===== src/hdl/cpu_pkg.sv =====
package cpu_pkg;

    // Widths fixed by the instruction encoding
    localparam int DATA_W    = 32;
    localparam int ADDR_W    = 12;
    localparam int REG_COUNT = 16;
    localparam int FLAG_W    = 5;

    typedef enum logic [3:0] {
        NOP = 4'd0,
        LD  = 4'd1,
        STR = 4'd2,
        BRA = 4'd3,
        XOR = 4'd4,
        ADD = 4'd5,
        ROT = 4'd6,
        SHF = 4'd7,
        HLT = 4'd8,
        CMP = 4'd9
    } opcode_t;

    // Branch conditions, tested against the status register
    typedef enum logic [2:0] {
        COND_ALWAYS   = 3'd0,
        COND_PARITY   = 3'd1,
        COND_EVEN     = 3'd2,
        COND_CARRY    = 3'd3,
        COND_NEG      = 3'd4,
        COND_ZERO     = 3'd5,
        COND_NO_CARRY = 3'd6,
        COND_NOT_ZERO = 3'd7
    } cond_t;

    typedef enum logic [2:0] {
        FETCH      = 3'd0,
        DECODE     = 3'd1,
        EXECUTE    = 3'd2,
        MEM_ACCESS = 3'd3,
        WRITEBACK  = 3'd4,
        HALTED     = 3'd5
    } state_t;

    // Instruction fields
    localparam int OPC_HI        = 31;
    localparam int OPC_LO        = 28;
    localparam int COND_HI       = 27;
    localparam int COND_LO       = 25;
    localparam int IMM_FLAG_BIT  = 24;
    localparam int DST_HI        = 23;
    localparam int DST_LO        = 20;
    localparam int SRC_HI        = 19;
    localparam int SRC_LO        = 16;
    localparam int ADR_HI        = 11;
    localparam int ADR_LO        = 0;

    // Shift control inside the source operand
    localparam int SHIFT_DIR_BIT = 5;
    localparam int SHIFT_AMT_HI  = 4;
    localparam int SHIFT_AMT_LO  = 0;

    // Status register bits
    localparam int FLAG_Z        = 4;
    localparam int FLAG_N        = 3;
    localparam int FLAG_E        = 2;
    localparam int FLAG_P        = 1;
    localparam int FLAG_C        = 0;

endpackage


===== src/hdl/exec_if.sv =====
`timescale 1ns/1ps

interface exec_if;

    cpu_pkg::state_t              state;
    cpu_pkg::opcode_t             opcode;
    cpu_pkg::cond_t               cond;
    logic [cpu_pkg::DATA_W-1:0]   dst;
    logic [cpu_pkg::DATA_W-1:0]   src;

    // Unit results
    logic [cpu_pkg::DATA_W-1:0]   alu_result;
    logic                         alu_carry;
    logic [cpu_pkg::DATA_W-1:0]   shift_result;
    logic                         shift_carry;

    logic                         branch_taken;

    modport control (output state, opcode, cond, dst, src, input branch_taken);

    modport alu (input opcode, dst, src, output alu_result, alu_carry);

    modport shifter (input opcode, dst, src, output shift_result, shift_carry);

    modport merge (
        input  state, opcode, cond, dst, src,
        input  alu_result, alu_carry, shift_result, shift_carry,
        output branch_taken
    );

endinterface


===== src/hdl/cpu_control.sv =====
`timescale 1ns/1ps

module cpu_control (
    input  logic                          clk,
    input  logic                          reset,

    // Shared memory port
    output logic                          mem_valid,
    output logic                          mem_write,
    output logic [cpu_pkg::ADDR_W-1:0]    mem_address,
    output logic [cpu_pkg::DATA_W-1:0]    mem_wdata,
    input  logic                          mem_ready,
    input  logic [cpu_pkg::DATA_W-1:0]    mem_rdata,
    output logic                          halted,

    // Register file
    output logic [3:0]                    rd_addr_a,
    output logic [3:0]                    rd_addr_b,
    input  logic [cpu_pkg::DATA_W-1:0]    rd_data_a,
    input  logic [cpu_pkg::DATA_W-1:0]    rd_data_b,
    output logic                          wr_en,
    output logic [3:0]                    wr_addr,
    output logic [cpu_pkg::DATA_W-1:0]    wr_data,

    input  logic [cpu_pkg::DATA_W-1:0]    merged_result,
    exec_if.control                       ex
);

    cpu_pkg::state_t              state;
    cpu_pkg::opcode_t             op;
    logic [cpu_pkg::ADDR_W-1:0]   pc;
    logic [cpu_pkg::DATA_W-1:0]   ir;
    logic [cpu_pkg::DATA_W-1:0]   dst_op;
    logic [cpu_pkg::DATA_W-1:0]   src_op;
    logic [cpu_pkg::ADDR_W-1:0]   ir_addr;
    logic                         fetch_issue;
    logic                         fetch_done;
    logic                         data_issue;
    logic                         data_done;

    assign op      = cpu_pkg::opcode_t'(ir[cpu_pkg::OPC_HI:cpu_pkg::OPC_LO]);
    assign ir_addr = ir[cpu_pkg::ADR_HI:cpu_pkg::ADR_LO];

    // Request is raised one cycle into FETCH or MEM_ACCESS
    assign fetch_issue = (state == cpu_pkg::FETCH) && !mem_valid;
    assign fetch_done  = (state == cpu_pkg::FETCH) && mem_valid && mem_ready;
    assign data_issue  = (state == cpu_pkg::MEM_ACCESS) && !mem_valid;
    assign data_done   = (state == cpu_pkg::MEM_ACCESS) && mem_valid && mem_ready;

    always_ff @(posedge clk) begin
        if (reset) begin
            state     <= cpu_pkg::FETCH;
            pc        <= '0;
            mem_valid <= 1'b0;
            mem_write <= 1'b0;
        end else begin
            case (state)
                cpu_pkg::FETCH: begin
                    if (fetch_issue) begin
                        mem_valid <= 1'b1;
                        mem_write <= 1'b0;
                    end else if (fetch_done) begin
                        mem_valid <= 1'b0;
                        state     <= cpu_pkg::DECODE;
                    end
                end
                cpu_pkg::DECODE: state <= cpu_pkg::EXECUTE;
                cpu_pkg::EXECUTE: begin
                    if (op == cpu_pkg::LD || op == cpu_pkg::STR) begin
                        state <= cpu_pkg::MEM_ACCESS;
                    end else begin
                        state <= cpu_pkg::WRITEBACK;
                    end
                end
                cpu_pkg::MEM_ACCESS: begin
                    if (data_issue) begin
                        mem_valid <= 1'b1;
                        mem_write <= (op == cpu_pkg::STR);
                    end else if (data_done) begin
                        mem_valid <= 1'b0;
                        mem_write <= 1'b0;
                        state     <= cpu_pkg::WRITEBACK;
                    end
                end
                cpu_pkg::WRITEBACK: begin
                    if (op == cpu_pkg::BRA && ex.branch_taken) begin
                        pc <= ir_addr;
                    end else begin
                        pc <= pc + 1'b1;
                    end
                    state <= (op == cpu_pkg::HLT) ? cpu_pkg::HALTED : cpu_pkg::FETCH;
                end
                default: state <= cpu_pkg::HALTED;
            endcase
        end
    end

    // Instruction, operands and request payload
    always_ff @(posedge clk) begin
        if (fetch_issue) begin
            mem_address <= pc;
        end
        if (fetch_done) begin
            ir <= mem_rdata;
        end
        if (state == cpu_pkg::DECODE) begin
            dst_op <= rd_data_a;
            if (ir[cpu_pkg::IMM_FLAG_BIT]) begin
                src_op <= {{(cpu_pkg::DATA_W - cpu_pkg::ADDR_W){1'b0}}, ir_addr};
            end else begin
                src_op <= rd_data_b;
            end
        end
        if (data_issue) begin
            mem_address <= ir_addr;
            mem_wdata   <= dst_op;
        end
        // Loaded word rides on the destination operand into WRITEBACK
        if (data_done && op == cpu_pkg::LD) begin
            dst_op <= mem_rdata;
        end
    end

    assign rd_addr_a = ir[cpu_pkg::DST_HI:cpu_pkg::DST_LO];
    assign rd_addr_b = ir[cpu_pkg::SRC_HI:cpu_pkg::SRC_LO];

    always_comb begin
        case (op)
            cpu_pkg::LD, cpu_pkg::XOR, cpu_pkg::ADD,
            cpu_pkg::ROT, cpu_pkg::SHF, cpu_pkg::CMP: wr_en = (state == cpu_pkg::WRITEBACK);
            default:                                  wr_en = 1'b0;
        endcase
    end

    assign wr_addr = ir[cpu_pkg::DST_HI:cpu_pkg::DST_LO];
    assign wr_data = (op == cpu_pkg::LD) ? dst_op : merged_result;

    assign ex.state  = state;
    assign ex.opcode = op;
    assign ex.cond   = cpu_pkg::cond_t'(ir[cpu_pkg::COND_HI:cpu_pkg::COND_LO]);
    assign ex.dst    = dst_op;
    assign ex.src    = src_op;

    assign halted = (state == cpu_pkg::HALTED);

endmodule


===== src/hdl/register_file.sv =====
`timescale 1ns/1ps

module register_file (
    input  logic                          clk,
    input  logic                          reset,
    input  logic [3:0]                    rd_addr_a,
    input  logic [3:0]                    rd_addr_b,
    input  logic                          wr_en,
    input  logic [3:0]                    wr_addr,
    input  logic [cpu_pkg::DATA_W-1:0]    wr_data,
    output logic [cpu_pkg::DATA_W-1:0]    rd_data_a,
    output logic [cpu_pkg::DATA_W-1:0]    rd_data_b
);

    logic [cpu_pkg::DATA_W-1:0] regs [cpu_pkg::REG_COUNT];

    // Single write port
    always_ff @(posedge clk) begin
        if (reset) begin
            for (int i = 0; i < cpu_pkg::REG_COUNT; i++) begin
                regs[i] <= '0;
            end
        end else if (wr_en) begin
            regs[wr_addr] <= wr_data;
        end
    end

    // Reads are combinational
    assign rd_data_a = regs[rd_addr_a];
    assign rd_data_b = regs[rd_addr_b];

endmodule


===== src/hdl/arith_logic_unit.sv =====
`timescale 1ns/1ps

module arith_logic_unit (
    exec_if.alu ex
);

    logic [cpu_pkg::DATA_W:0] sum;

    // Extra bit keeps the carry out
    assign sum = {1'b0, ex.dst} + {1'b0, ex.src};

    always_comb begin
        case (ex.opcode)
            cpu_pkg::ADD: ex.alu_result = sum[cpu_pkg::DATA_W-1:0];
            cpu_pkg::XOR: ex.alu_result = ex.dst ^ ex.src;
            // Complement of the source
            cpu_pkg::CMP: ex.alu_result = ~ex.src;
            default:      ex.alu_result = ex.dst;
        endcase
    end

    assign ex.alu_carry = sum[cpu_pkg::DATA_W];

endmodule


===== src/hdl/shift_rotate_unit.sv =====
`timescale 1ns/1ps

module shift_rotate_unit (
    exec_if.shifter ex
);

    localparam int W = cpu_pkg::DATA_W;

    logic [4:0]       amount;
    logic             right;
    logic [2*W-1:0]   shift_wide;
    logic [2*W-1:0]   rot_wide;
    logic [W-1:0]     shift_res;
    logic [W-1:0]     rot_res;
    logic             out_bit;

    assign amount = ex.src[cpu_pkg::SHIFT_AMT_HI:cpu_pkg::SHIFT_AMT_LO];
    assign right  = ex.src[cpu_pkg::SHIFT_DIR_BIT];

    // Padding beside the operand catches the bits that fall out
    always_comb begin
        if (right) begin
            shift_wide = {ex.dst, {W{1'b0}}} >> amount;
            rot_wide   = {ex.dst, ex.dst} >> amount;
            shift_res  = shift_wide[2*W-1:W];
            rot_res    = rot_wide[W-1:0];
            out_bit    = shift_wide[W-1];
        end else begin
            shift_wide = {{W{1'b0}}, ex.dst} << amount;
            rot_wide   = {ex.dst, ex.dst} << amount;
            shift_res  = shift_wide[W-1:0];
            rot_res    = rot_wide[2*W-1:W];
            out_bit    = shift_wide[W];
        end
    end

    assign ex.shift_result = (ex.opcode == cpu_pkg::ROT) ? rot_res : shift_res;

    // Zero amount leaves the padding untouched, so no carry
    assign ex.shift_carry = out_bit;

endmodule


===== src/hdl/result_merge.sv =====
`timescale 1ns/1ps

module result_merge (
    input  logic                          clk,
    input  logic                          reset,
    output logic [cpu_pkg::DATA_W-1:0]    merged_result,
    exec_if.merge                         ex
);

    logic [cpu_pkg::FLAG_W-1:0]   flags;
    logic [cpu_pkg::FLAG_W-1:0]   new_flags;
    logic [cpu_pkg::DATA_W-1:0]   sel_result;
    logic                         sel_carry;
    logic                         cond_met;
    logic                         set_flags;

    always_comb begin
        // LD falls through to the destination operand
        sel_result = ex.dst;
        sel_carry  = 1'b0;
        case (ex.opcode)
            cpu_pkg::ADD: begin
                sel_result = ex.alu_result;
                sel_carry  = ex.alu_carry;
            end
            cpu_pkg::XOR, cpu_pkg::CMP: sel_result = ex.alu_result;
            cpu_pkg::ROT, cpu_pkg::SHF: begin
                sel_result = ex.shift_result;
                sel_carry  = ex.shift_carry;
            end
            default: ;
        endcase

        new_flags = '0;
        new_flags[cpu_pkg::FLAG_Z] = ~|sel_result;
        new_flags[cpu_pkg::FLAG_N] = sel_result[cpu_pkg::DATA_W-1];
        new_flags[cpu_pkg::FLAG_E] = ~sel_result[0];
        new_flags[cpu_pkg::FLAG_P] = ^sel_result;
        new_flags[cpu_pkg::FLAG_C] = sel_carry;

        case (ex.opcode)
            cpu_pkg::XOR, cpu_pkg::ADD, cpu_pkg::ROT,
            cpu_pkg::SHF, cpu_pkg::CMP: set_flags = (ex.state == cpu_pkg::EXECUTE);
            // Load flags wait for the word in WRITEBACK
            cpu_pkg::LD:                set_flags = (ex.state == cpu_pkg::WRITEBACK);
            default:                    set_flags = 1'b0;
        endcase

        case (ex.cond)
            cpu_pkg::COND_ALWAYS:   cond_met = 1'b1;
            cpu_pkg::COND_PARITY:   cond_met = flags[cpu_pkg::FLAG_P];
            cpu_pkg::COND_EVEN:     cond_met = flags[cpu_pkg::FLAG_E];
            cpu_pkg::COND_CARRY:    cond_met = flags[cpu_pkg::FLAG_C];
            cpu_pkg::COND_NEG:      cond_met = flags[cpu_pkg::FLAG_N];
            cpu_pkg::COND_ZERO:     cond_met = flags[cpu_pkg::FLAG_Z];
            cpu_pkg::COND_NO_CARRY: cond_met = ~flags[cpu_pkg::FLAG_C];
            default:                cond_met = ~flags[cpu_pkg::FLAG_Z];
        endcase
    end

    always_ff @(posedge clk) begin
        if (reset) begin
            flags           <= '0;
            ex.branch_taken <= 1'b0;
        end else begin
            if (set_flags) begin
                flags <= new_flags;
            end else if (ex.state == cpu_pkg::EXECUTE && ex.opcode == cpu_pkg::STR) begin
                flags <= '0;
            end
            if (ex.state == cpu_pkg::EXECUTE) begin
                ex.branch_taken <= (ex.opcode == cpu_pkg::BRA) && cond_met;
            end
        end
    end

    always_ff @(posedge clk) begin
        if (ex.state == cpu_pkg::EXECUTE) begin
            merged_result <= sel_result;
        end
    end

endmodule


===== src/hdl/cpu_top.sv =====
`timescale 1ns/1ps

module cpu_top (
    input  logic                          clk,
    input  logic                          reset,
    output logic                          mem_valid,
    output logic                          mem_write,
    output logic [cpu_pkg::ADDR_W-1:0]    mem_address,
    output logic [cpu_pkg::DATA_W-1:0]    mem_wdata,
    input  logic                          mem_ready,
    input  logic [cpu_pkg::DATA_W-1:0]    mem_rdata,
    output logic                          halted
);

    exec_if ex ();

    logic [3:0]                   rd_addr_a;
    logic [3:0]                   rd_addr_b;
    logic [cpu_pkg::DATA_W-1:0]   rd_data_a;
    logic [cpu_pkg::DATA_W-1:0]   rd_data_b;
    logic                         wr_en;
    logic [3:0]                   wr_addr;
    logic [cpu_pkg::DATA_W-1:0]   wr_data;
    logic [cpu_pkg::DATA_W-1:0]   merged_result;

    cpu_control u_control (
        .clk           (clk),
        .reset         (reset),
        .mem_valid     (mem_valid),
        .mem_write     (mem_write),
        .mem_address   (mem_address),
        .mem_wdata     (mem_wdata),
        .mem_ready     (mem_ready),
        .mem_rdata     (mem_rdata),
        .halted        (halted),
        .rd_addr_a     (rd_addr_a),
        .rd_addr_b     (rd_addr_b),
        .rd_data_a     (rd_data_a),
        .rd_data_b     (rd_data_b),
        .wr_en         (wr_en),
        .wr_addr       (wr_addr),
        .wr_data       (wr_data),
        .merged_result (merged_result),
        .ex            (ex.control)
    );

    register_file u_regs (
        .clk       (clk),
        .reset     (reset),
        .rd_addr_a (rd_addr_a),
        .rd_addr_b (rd_addr_b),
        .wr_en     (wr_en),
        .wr_addr   (wr_addr),
        .wr_data   (wr_data),
        .rd_data_a (rd_data_a),
        .rd_data_b (rd_data_b)
    );

    // Both units see the same operands
    arith_logic_unit u_alu (.ex(ex.alu));

    shift_rotate_unit u_shifter (.ex(ex.shifter));

    result_merge u_merge (
        .clk           (clk),
        .reset         (reset),
        .merged_result (merged_result),
        .ex            (ex.merge)
    );

endmodule


===== config.mk =====
export PLATFORM = sky130hd
export DESIGN_NAME = cpu_top
export DESIGN_NICKNAME = d
export VERILOG_FILES = /design/src/hdl/cpu_pkg.sv /design/src/hdl/exec_if.sv /design/src/hdl/cpu_control.sv /design/src/hdl/register_file.sv /design/src/hdl/arith_logic_unit.sv /design/src/hdl/shift_rotate_unit.sv /design/src/hdl/result_merge.sv /design/src/hdl/cpu_top.sv
export SDC_FILE = /design/constraint.sdc
export NUM_CORES = 2
export LEC_CHECK = 0
export BUFFER_PORTS_ARGS = -buffer_cell sky130_fd_sc_hd__buf_2
export CAP_MARGIN = 20
export CORE_MARGIN = 4
export CORE_UTILIZATION = 45
export DETAILED_ROUTE_END_ITERATION = 7
export GPL_TIMING_DRIVEN = 1
export PLACE_DENSITY = 0.63
export RECOVER_POWER = 100
export SLEW_MARGIN = 0
export SYNTH_ARGS = -nofsm -noshare
export SYNTH_HDL_FRONTEND = slang
export SYNTH_HIERARCHICAL = 1
export SYNTH_SLANG_ARGS = --single-unit

===== constraint.sdc =====
create_clock -name clk -period 4 [get_ports clk]
set_input_delay 0.2 -clock clk [delete_from_list [all_inputs] [get_ports clk]]
set_output_delay 0.2 -clock clk [all_outputs]
set_load 0.005 [all_outputs]

# Yosys cells after proc, flatten, opt, wreduce, memory -nomap -nowiden
# Memory sizes are Yosys's and may differ from the RTL's. A register that Yosys moved wholly into a read port is not among the register bits.
# Cells that the tools add are included.
[totals]
reg_bits = 195
ram_bits = 512
input_bits = 35
out_inout_bits = 47
word_cells = 125
memories = 1
[op_classes]
addsub = 2
eq_ne = 27
n_shift = 4
muxes = 44
bitwise = 5
reduce_logical = 29
[memory_table]
columns = ["memory", "depth", "word_bits", "rd", "rd_ports_with_merged_regs", "wr", "line", "rtl"]
rows = [
  ["u_regs.regs", 16, 32, 2, 2, 16, "register_file.sv:15", "logic [cpu_pkg::DATA_W-1:0] regs [cpu_pkg::REG_COUNT];"],
]
[ops]
columns = ["operator", "n"]
rows = [
  ["$mux 32", 7],
  ["$pmux 32 s3", 1],
  ["$pmux 32 s2", 1],
  ["$reduce_or 32->1", 2],
  ["$shl 64x5->64", 1],
  ["$shr 64x5->32", 1],
  ["$shr 64x5->64", 1],
  ["$mux 12", 4],
  ["$add 32x32->33", 1],
  ["$shl 32x5->33", 1],
  ["$not 32->32", 1],
  ["$reduce_xor 32->1", 1],
  ["$xor 32x32->32", 1],
  ["$mux 3", 6],
  ["$eq 4x3->1 const B", 4],
  ["$eq 3x3->1 const B", 5],
  ["$pmux 3 s5", 1],
  ["$mux 1", 14],
  ["$add 12x1->12 const B", 1],
  ["$eq 3x2->1 const B", 4],
  ["$mux 4", 3],
  ["$logic_and 1x1->1", 10],
  ["$mux 5", 2],
  ["$eq 4x2->1 const B", 2],
  ["other kinds (19)", 36],
]

# Depth between registers and ports, before layout
[depth]
ltp_word = 8
ltp_mapped = 19
depth_no_buf = 19

# Modules after synthesis
# The synthesis kept the hierarchy.
[modules_own_cells]
columns = ["module", "instances", "cells_per_inst", "area_each_um2", "seq_area_each_um2"]
rows = [
  ["register_file", 1, 1687, 26553.0, 15374.7],
  ["shift_rotate_unit", 1, 836, 6701.4, 0.0],
  ["cpu_control", 1, 436, 6577.6, 4424.2],
  ["arith_logic_unit", 1, 382, 2506.2, 0.0],
  ["result_merge", 1, 257, 2503.7, 1081.0],
]

# Worst setup path before layout
# No wires, ideal clock.
[synth_timing]
kind = "reg2reg"
from = "register u_control.dst_op, in the netlist u_control/ex.dst[26]"
to = "register u_merge/flags[1] (netlist bit)"
setup_ns = 0.121
arrival_time_ns = 3.713
required_time_ns = 3.879
path_slack_ns = 0.166
path_stages_with_launch = 20
path_buffers = 1
synth_period_minus_slack_ns = 3.834
cell_sequence = "edfxtp_1 ha_1 buf_2 nand2_1 or4_1 inv_1 and3_1 nand4_1 and3_1 or3_1 nand3_1 a22o_1 mux2_2 inv_1 ha_1 xor2_1 xnor2_1 xnor2_1 xnor2_1 o21ai_1"
[synth_via]
word_cells_on_any_way = 13
cone_classes = "add/sub: 1; shift: 4; mux: 6; bitwise: 1; reduce/logical: 1"
[synth_rtl]
columns = ["element", "line", "rtl"]
rows = [
  ["start: declaration", "cpu_control.sv:33", "logic [cpu_pkg::DATA_W-1:0] dst_op;"],
  ["start signal: assignment", "cpu_control.sv:107", "dst_op <= rd_data_a;"],
  ["start signal: assignment", "cpu_control.sv:120", "dst_op <= mem_rdata;"],
  ["$add 32x32->33", "arith_logic_unit.sv:10", "assign sum = {1'b0, ex.dst} + {1'b0, ex.src};"],
  ["$pmux 32 s3", "arith_logic_unit.sv:13", "case (ex.opcode)"],
  ["via ex.alu_result, one bit", "exec_if.sv:12", "logic [cpu_pkg::DATA_W-1:0] alu_result;"],
  ["$pmux 32 s2", "result_merge.sv:21", "case (ex.opcode)"],
  ["via u_merge.new_flags, one bit", "result_merge.sv:11", "logic [cpu_pkg::FLAG_W-1:0] new_flags;"],
  ["$reduce_xor 32->1", "result_merge.sv:38", "new_flags[cpu_pkg::FLAG_P] = ^sel_result;"],
  ["$mux 5", "result_merge.sv:66", "if (set_flags) begin"],
  ["end signal: assignment", "result_merge.sv:67", "flags <= new_flags;"],
  ["end: declaration", "result_merge.sv:10", "logic [cpu_pkg::FLAG_W-1:0] flags;"],
]
# The timed path passes the listed nets, and every way through them passes these cells.
# A chain may end at the register's enable or synchronous reset.

# Final worst setup path
[layout_timing]
from = "register u_control.src_op, in the netlist u_control/ex.src[1]"
to = "register u_merge/flags[1] (netlist bit)"
[layout_via]
elab_chain_cells = 6
word_cells_on_any_way = 14
cone_classes = "add/sub: 1; shift: 4; mux: 6; bitwise: 2; reduce/logical: 1"
[layout_lines]
columns = ["element", "line", "rtl"]
rows = [
  ["start: declaration", "cpu_control.sv:34", "logic [cpu_pkg::DATA_W-1:0] src_op;"],
  ["start signal: assignment", "cpu_control.sv:109", "src_op <= {{(cpu_pkg::DATA_W - cpu_pkg::ADDR_W){1'b0}}, ir_addr};"],
  ["start signal: assignment", "cpu_control.sv:111", "src_op <= rd_data_b;"],
  ["$shl 32x5->33, or another cell as far along", "shift_rotate_unit.sv:29", "shift_wide = {{W{1'b0}}, ex.dst} << amount;"],
  ["$mux 32", "shift_rotate_unit.sv:22", "if (right) begin"],
  ["$mux 32 (*)", "shift_rotate_unit.sv:37", "assign ex.shift_result = (ex.opcode == cpu_pkg::ROT) ? rot_res : shift_res;"],
  ["via ex.shift_result, one bit", "exec_if.sv:14", "logic [cpu_pkg::DATA_W-1:0] shift_result;"],
  ["$pmux 32 s2 (*)", "result_merge.sv:21", ""],
  ["$reduce_xor 32->1 (*)", "result_merge.sv:38", ""],
  ["$mux 5 (*)", "result_merge.sv:66", ""],
]
# Mark *: on every way through the listed nets, which the timed path passes. The rest lies on a longest branch.

==> metrics.csv <==
stage,metric,value,unit
power_and_ir_drop,clock power share,36.2,%
placement,# port buffers,81,
critical_path,crit path DAT,4750,ps
clock_network,TritonCTS buffer count,77,
critical_path,FF-to-FF path depth,18,
power_and_ir_drop,switching part of the total power,27.3,%
critical_path,crit path max fanout,12,
power_and_ir_drop,Leak,20.4,nW
logic_synthesis,number of synthesized flops with an enable pin,680,
clock_network,root buf cell,clkbuf_16,
grt,global-route wire length before repair,255000,µm
critical_path,reg-to-reg endpoint,u_merge/flags[1]$_SDFFE_PP0P_,
sta,period utilization,105,%
critical_path,Worst Setup EP,u_merge/flags[1]$_SDFFE_PP0P_,
critical_path,Setup crit start kind,flop,
sta,setup repair after global routing missed its margin,yes,
critical_path,WS Path Type,reg2reg,
placement,Detail Placement HPWL,124000,µm
sta,Final Hold Vio Count,0,
hold_path,Hold Path Class,in2reg,
grt,total global-route track usage,34.2,%
power_and_ir_drop,Comb pwr share,19.8,%
logic_synthesis,Synth top area share,45.5,%
logic_synthesis,"Avg Cell Area, Syn",12.5,µm²
sta,relative slew slack,28.3,%
grt,initial antenna violation count,14,
power_and_ir_drop,Seq pwr share,44.0,%
clock_network,clock buffer depth,3,
floorplanning,Die X-Extent,324,µm
route,Remaining DRCs,0,
grt,M2 GR Usage,55.4,%
clock_network,Clock Latency Late Sink,670,ps
flow_run,MaxCap Viol Count,0,
logic_synthesis,"Seq/Total Area, Yosys",46.6,%
critical_path,WP data required,4550,ps
logic_synthesis,Most used DFF post-synth,edfxtp_1,
run_status,outcome,"finished, violations left",
logic_synthesis,Synth Cell Area,0.0448,mm²
grt,Top Usage Layer GRT,met2,
route,drt total wl,180000,µm
logic_synthesis,"FF+latch count, synth",703,
power_and_ir_drop,switching pwr,0.00528,W
clock_network,H-tree levels,3,
power_and_ir_drop,PwrDens,357,mW/mm²
logic_synthesis,Synthesis Warnings,6,
route,number of vias per cell,6.55,
route,vias,35516,
logic_synthesis,post-synthesis async set-or-reset flop share,0,%
grt,largest net degree at the start of global routing,93,
logic_synthesis,largest area contributor in the netlist,edfxtp_1,
floorplanning,core area,0.0986,mm²
power_and_ir_drop,Peak VDD IR,0.000266,V
sta,Worst Skew,44.4,ps
sta,final slew viol count,0,
final_layout,Nets,4156,
logic_synthesis,"Distinct cells, synth",105,
power_and_ir_drop,Overall Power,0.0193,W
critical_path,Reg2Reg Launch Point,u_control/ex.src[1]$_DFFE_PP_,
grt,met1 GRT Util,41.8,%
route,DR WL/cell,33.3,µm
logic_synthesis,top post-synthesis cells by area,"edfxtp_1, mux4_2, and2_1",
final_layout,Final Cell Area,0.0542,mm²
grt,GR Util met3,7.56,%
logic_synthesis,syn_nets,3683,
floorplanning,Die Ht,324,µm
power_and_ir_drop,P_int,0.0140,W
sta,final-report setup violation count,2,
floorplanning,starting density of the core,45.5,%
clock_network,Clock transition at path regs,70,ps
floorplanning,die area,0.105,mm²
route,initial DRC count,4681,
logic_synthesis,most frequent cell after synthesis,edfxtp_1,
sta,Worst-Margin Slew,1080,ps
route,Antenna Nets Post-Route,0,
run_status,failing checks,setup timing,
sta,worst setup margin,-204,ps
placement,RePlAce Congestion,1.01,
final_layout,final non-filler cell total,5422,
sta,f_max,0.238,GHz
placement,DP Area,0.0505,mm²
final_layout,layout cells sized above 1,34.6,%
final_layout,Util after Layout,55.0,%
clock_network,clock sink total,703,
grt,grt ovf,0,
critical_path,crit path capture type,flop,
grt,vias in the first global route,35436,
critical_path,Worst setup startpoint,u_control/ex.src[1]$_DFFE_PP_,
floorplanning,Rows,115,
critical_path,FF-to-FF setup slack,-200,ps
floorplanning,I/O pin count,82,
route,Pre-antenna DRT Iters,5,
logic_synthesis,Syn Inst Count,3598,
final_layout,area grow syn2layout,20.8,%
logic_synthesis,Commonest cells post-synth,"edfxtp_1, and2_1, mux4_2",
sta,post-layout min period,4200,ps
clock_network,TritonCTS clock tree,done,
placement,dpl cells,5205,
## worst min-delay path by stage
stage,start,end,slack (ps),depth (start not counted)
after global routing,mem_ready,u_control/mem_valid$_SDFFE_PP0P_,120,4
after detailed placement,mem_rdata[3],u_control/ir[3]$_DFFE_PP_,410,1
final,mem_ready,u_control/mem_valid$_SDFFE_PP0P_,80,4
after CTS,mem_ready,u_control/mem_valid$_SDFFE_PP0P_,30,4
after floorplan,reset,u_merge/ex.branch_taken$_SDFFE_PP0P_,270,1
after global placement,mem_rdata[4],u_control/ir[4]$_DFFE_PP_,400,1
## layout make-up
class                           count  area (µm²)
Antenna cell                        4        10.0
Multi-Input combinational cell   2482       22700
Fill cell                        8172       44400
Clock buffer                      104        2070
Clock inverter                     35         337
Sequential cell                   703       20900
Timing Repair Buffer              749        6350
Tap cell                         1287        1610
Inverter                           58         218
## logic make-up (layout without fill, tap and decap cells)
| logic type | after synthesis | in the layout | share of synthesized area (%) |
|---|---|---|---|
| mux | 558 | 558 | 22.2 |
| fa+ha+maj | 50 | 50 | 1.41 |
| simple gates | 1173 | 1173 | 14.2 |
| other cells | 0 | 4 | 0 |
| compound gates | 662 | 662 | 10.4 |
| flops | 703 | 703 | 46.6 |
| xor+xnor | 39 | 39 | 0.762 |
| buf+inv | 413 | 946 | 4.40 |
## metrics by stage
step	hold slack, ps	worst slack, ps	TNS [ps]
CTS	25.3	-14.4	-14.4
global route	124	-237	-442
detailed placement	405	-419	-829
global placement	402	-435	-786
finish	78.5	-204	-283
floorplan	269	166	0
## critical path, cell delays in order (launching register included)
cell and delay, ps:
edfxtp_1 390, buf_4 170, buf_6 140, buf_12 150
mux2i_2 470, a222oi_1 210, buf_4 180, o21a_1 120
buf_4 140, o211ai_1 150, nand4_1 410, a22oi_2 320
o21a_1 180, ha_1 270, xor2_2 170, xnor2_1 200
xnor2_1 160, xnor2_1 160, o21ai_1 90
## power groups by stage
stage / registers [W] / clock network, W / logic [W]
floorplan: 0.00860 / 0 / 0.00193
global placement: 0.00864 / 0 / 0.00350
detailed placement: 0.00866 / 0 / 0.00349
CTS: 0.00850 / 0.00709 / 0.00367
global route: 0.00853 / 0.00740 / 0.00395
finish: 0.00851 / 0.00699 / 0.00382
## routing by layer
metal / share of wire [%] / wire length (µm)
met5: 0.014 / 26
met4: 7.4 / 13300
met3: 9.8 / 17700
met2: 47 / 85300
met1: 36 / 64200
## timing repair
| action | in CTS | in global routing |
|---|---|---|
| setup endpoints to repair | 2 | 2 |
| resized for setup | 87 | 33 |
| endpoints found under the hold margin | 56 | 0 |
| hold buffers | 32 | 0 |
| pin swaps | 61 | 30 |
| setup buffers | 32 | 7 |
| cloned | 3 | 0 |
## flip-flops by register name (all words and copies together) (netlist names), 3 cells and up
| register | count |
|---|---|
| u_control/ex.dst | 32 |
| u_control/ex.src | 32 |
| u_control/ex.state | 3 |
| u_control/ir | 28 |
| u_control/mem_address | 12 |
| u_control/mem_wdata | 32 |
| u_control/pc | 12 |
| u_merge/flags | 5 |
| u_merge/merged_result | 32 |
| u_regs/regs | 512 |
## layout by cell type (no fill, tap or decap), drive strengths merged, types with 45 or more instances in the layout
| master | count |
|---|---|
| buf | 688 |
| edfxtp | 680 |
| and2 | 531 |
| mux4 | 329 |
| nand2 | 256 |
| a22oi | 168 |
| nor2 | 148 |
| mux2 | 132 |
| clkbuf | 131 |
| o21ai | 101 |
| a21oi | 99 |
| mux2i | 97 |
| inv | 62 |
| ha | 49 |
| o21a | 45 |
(Power assumes the default switching activity.)
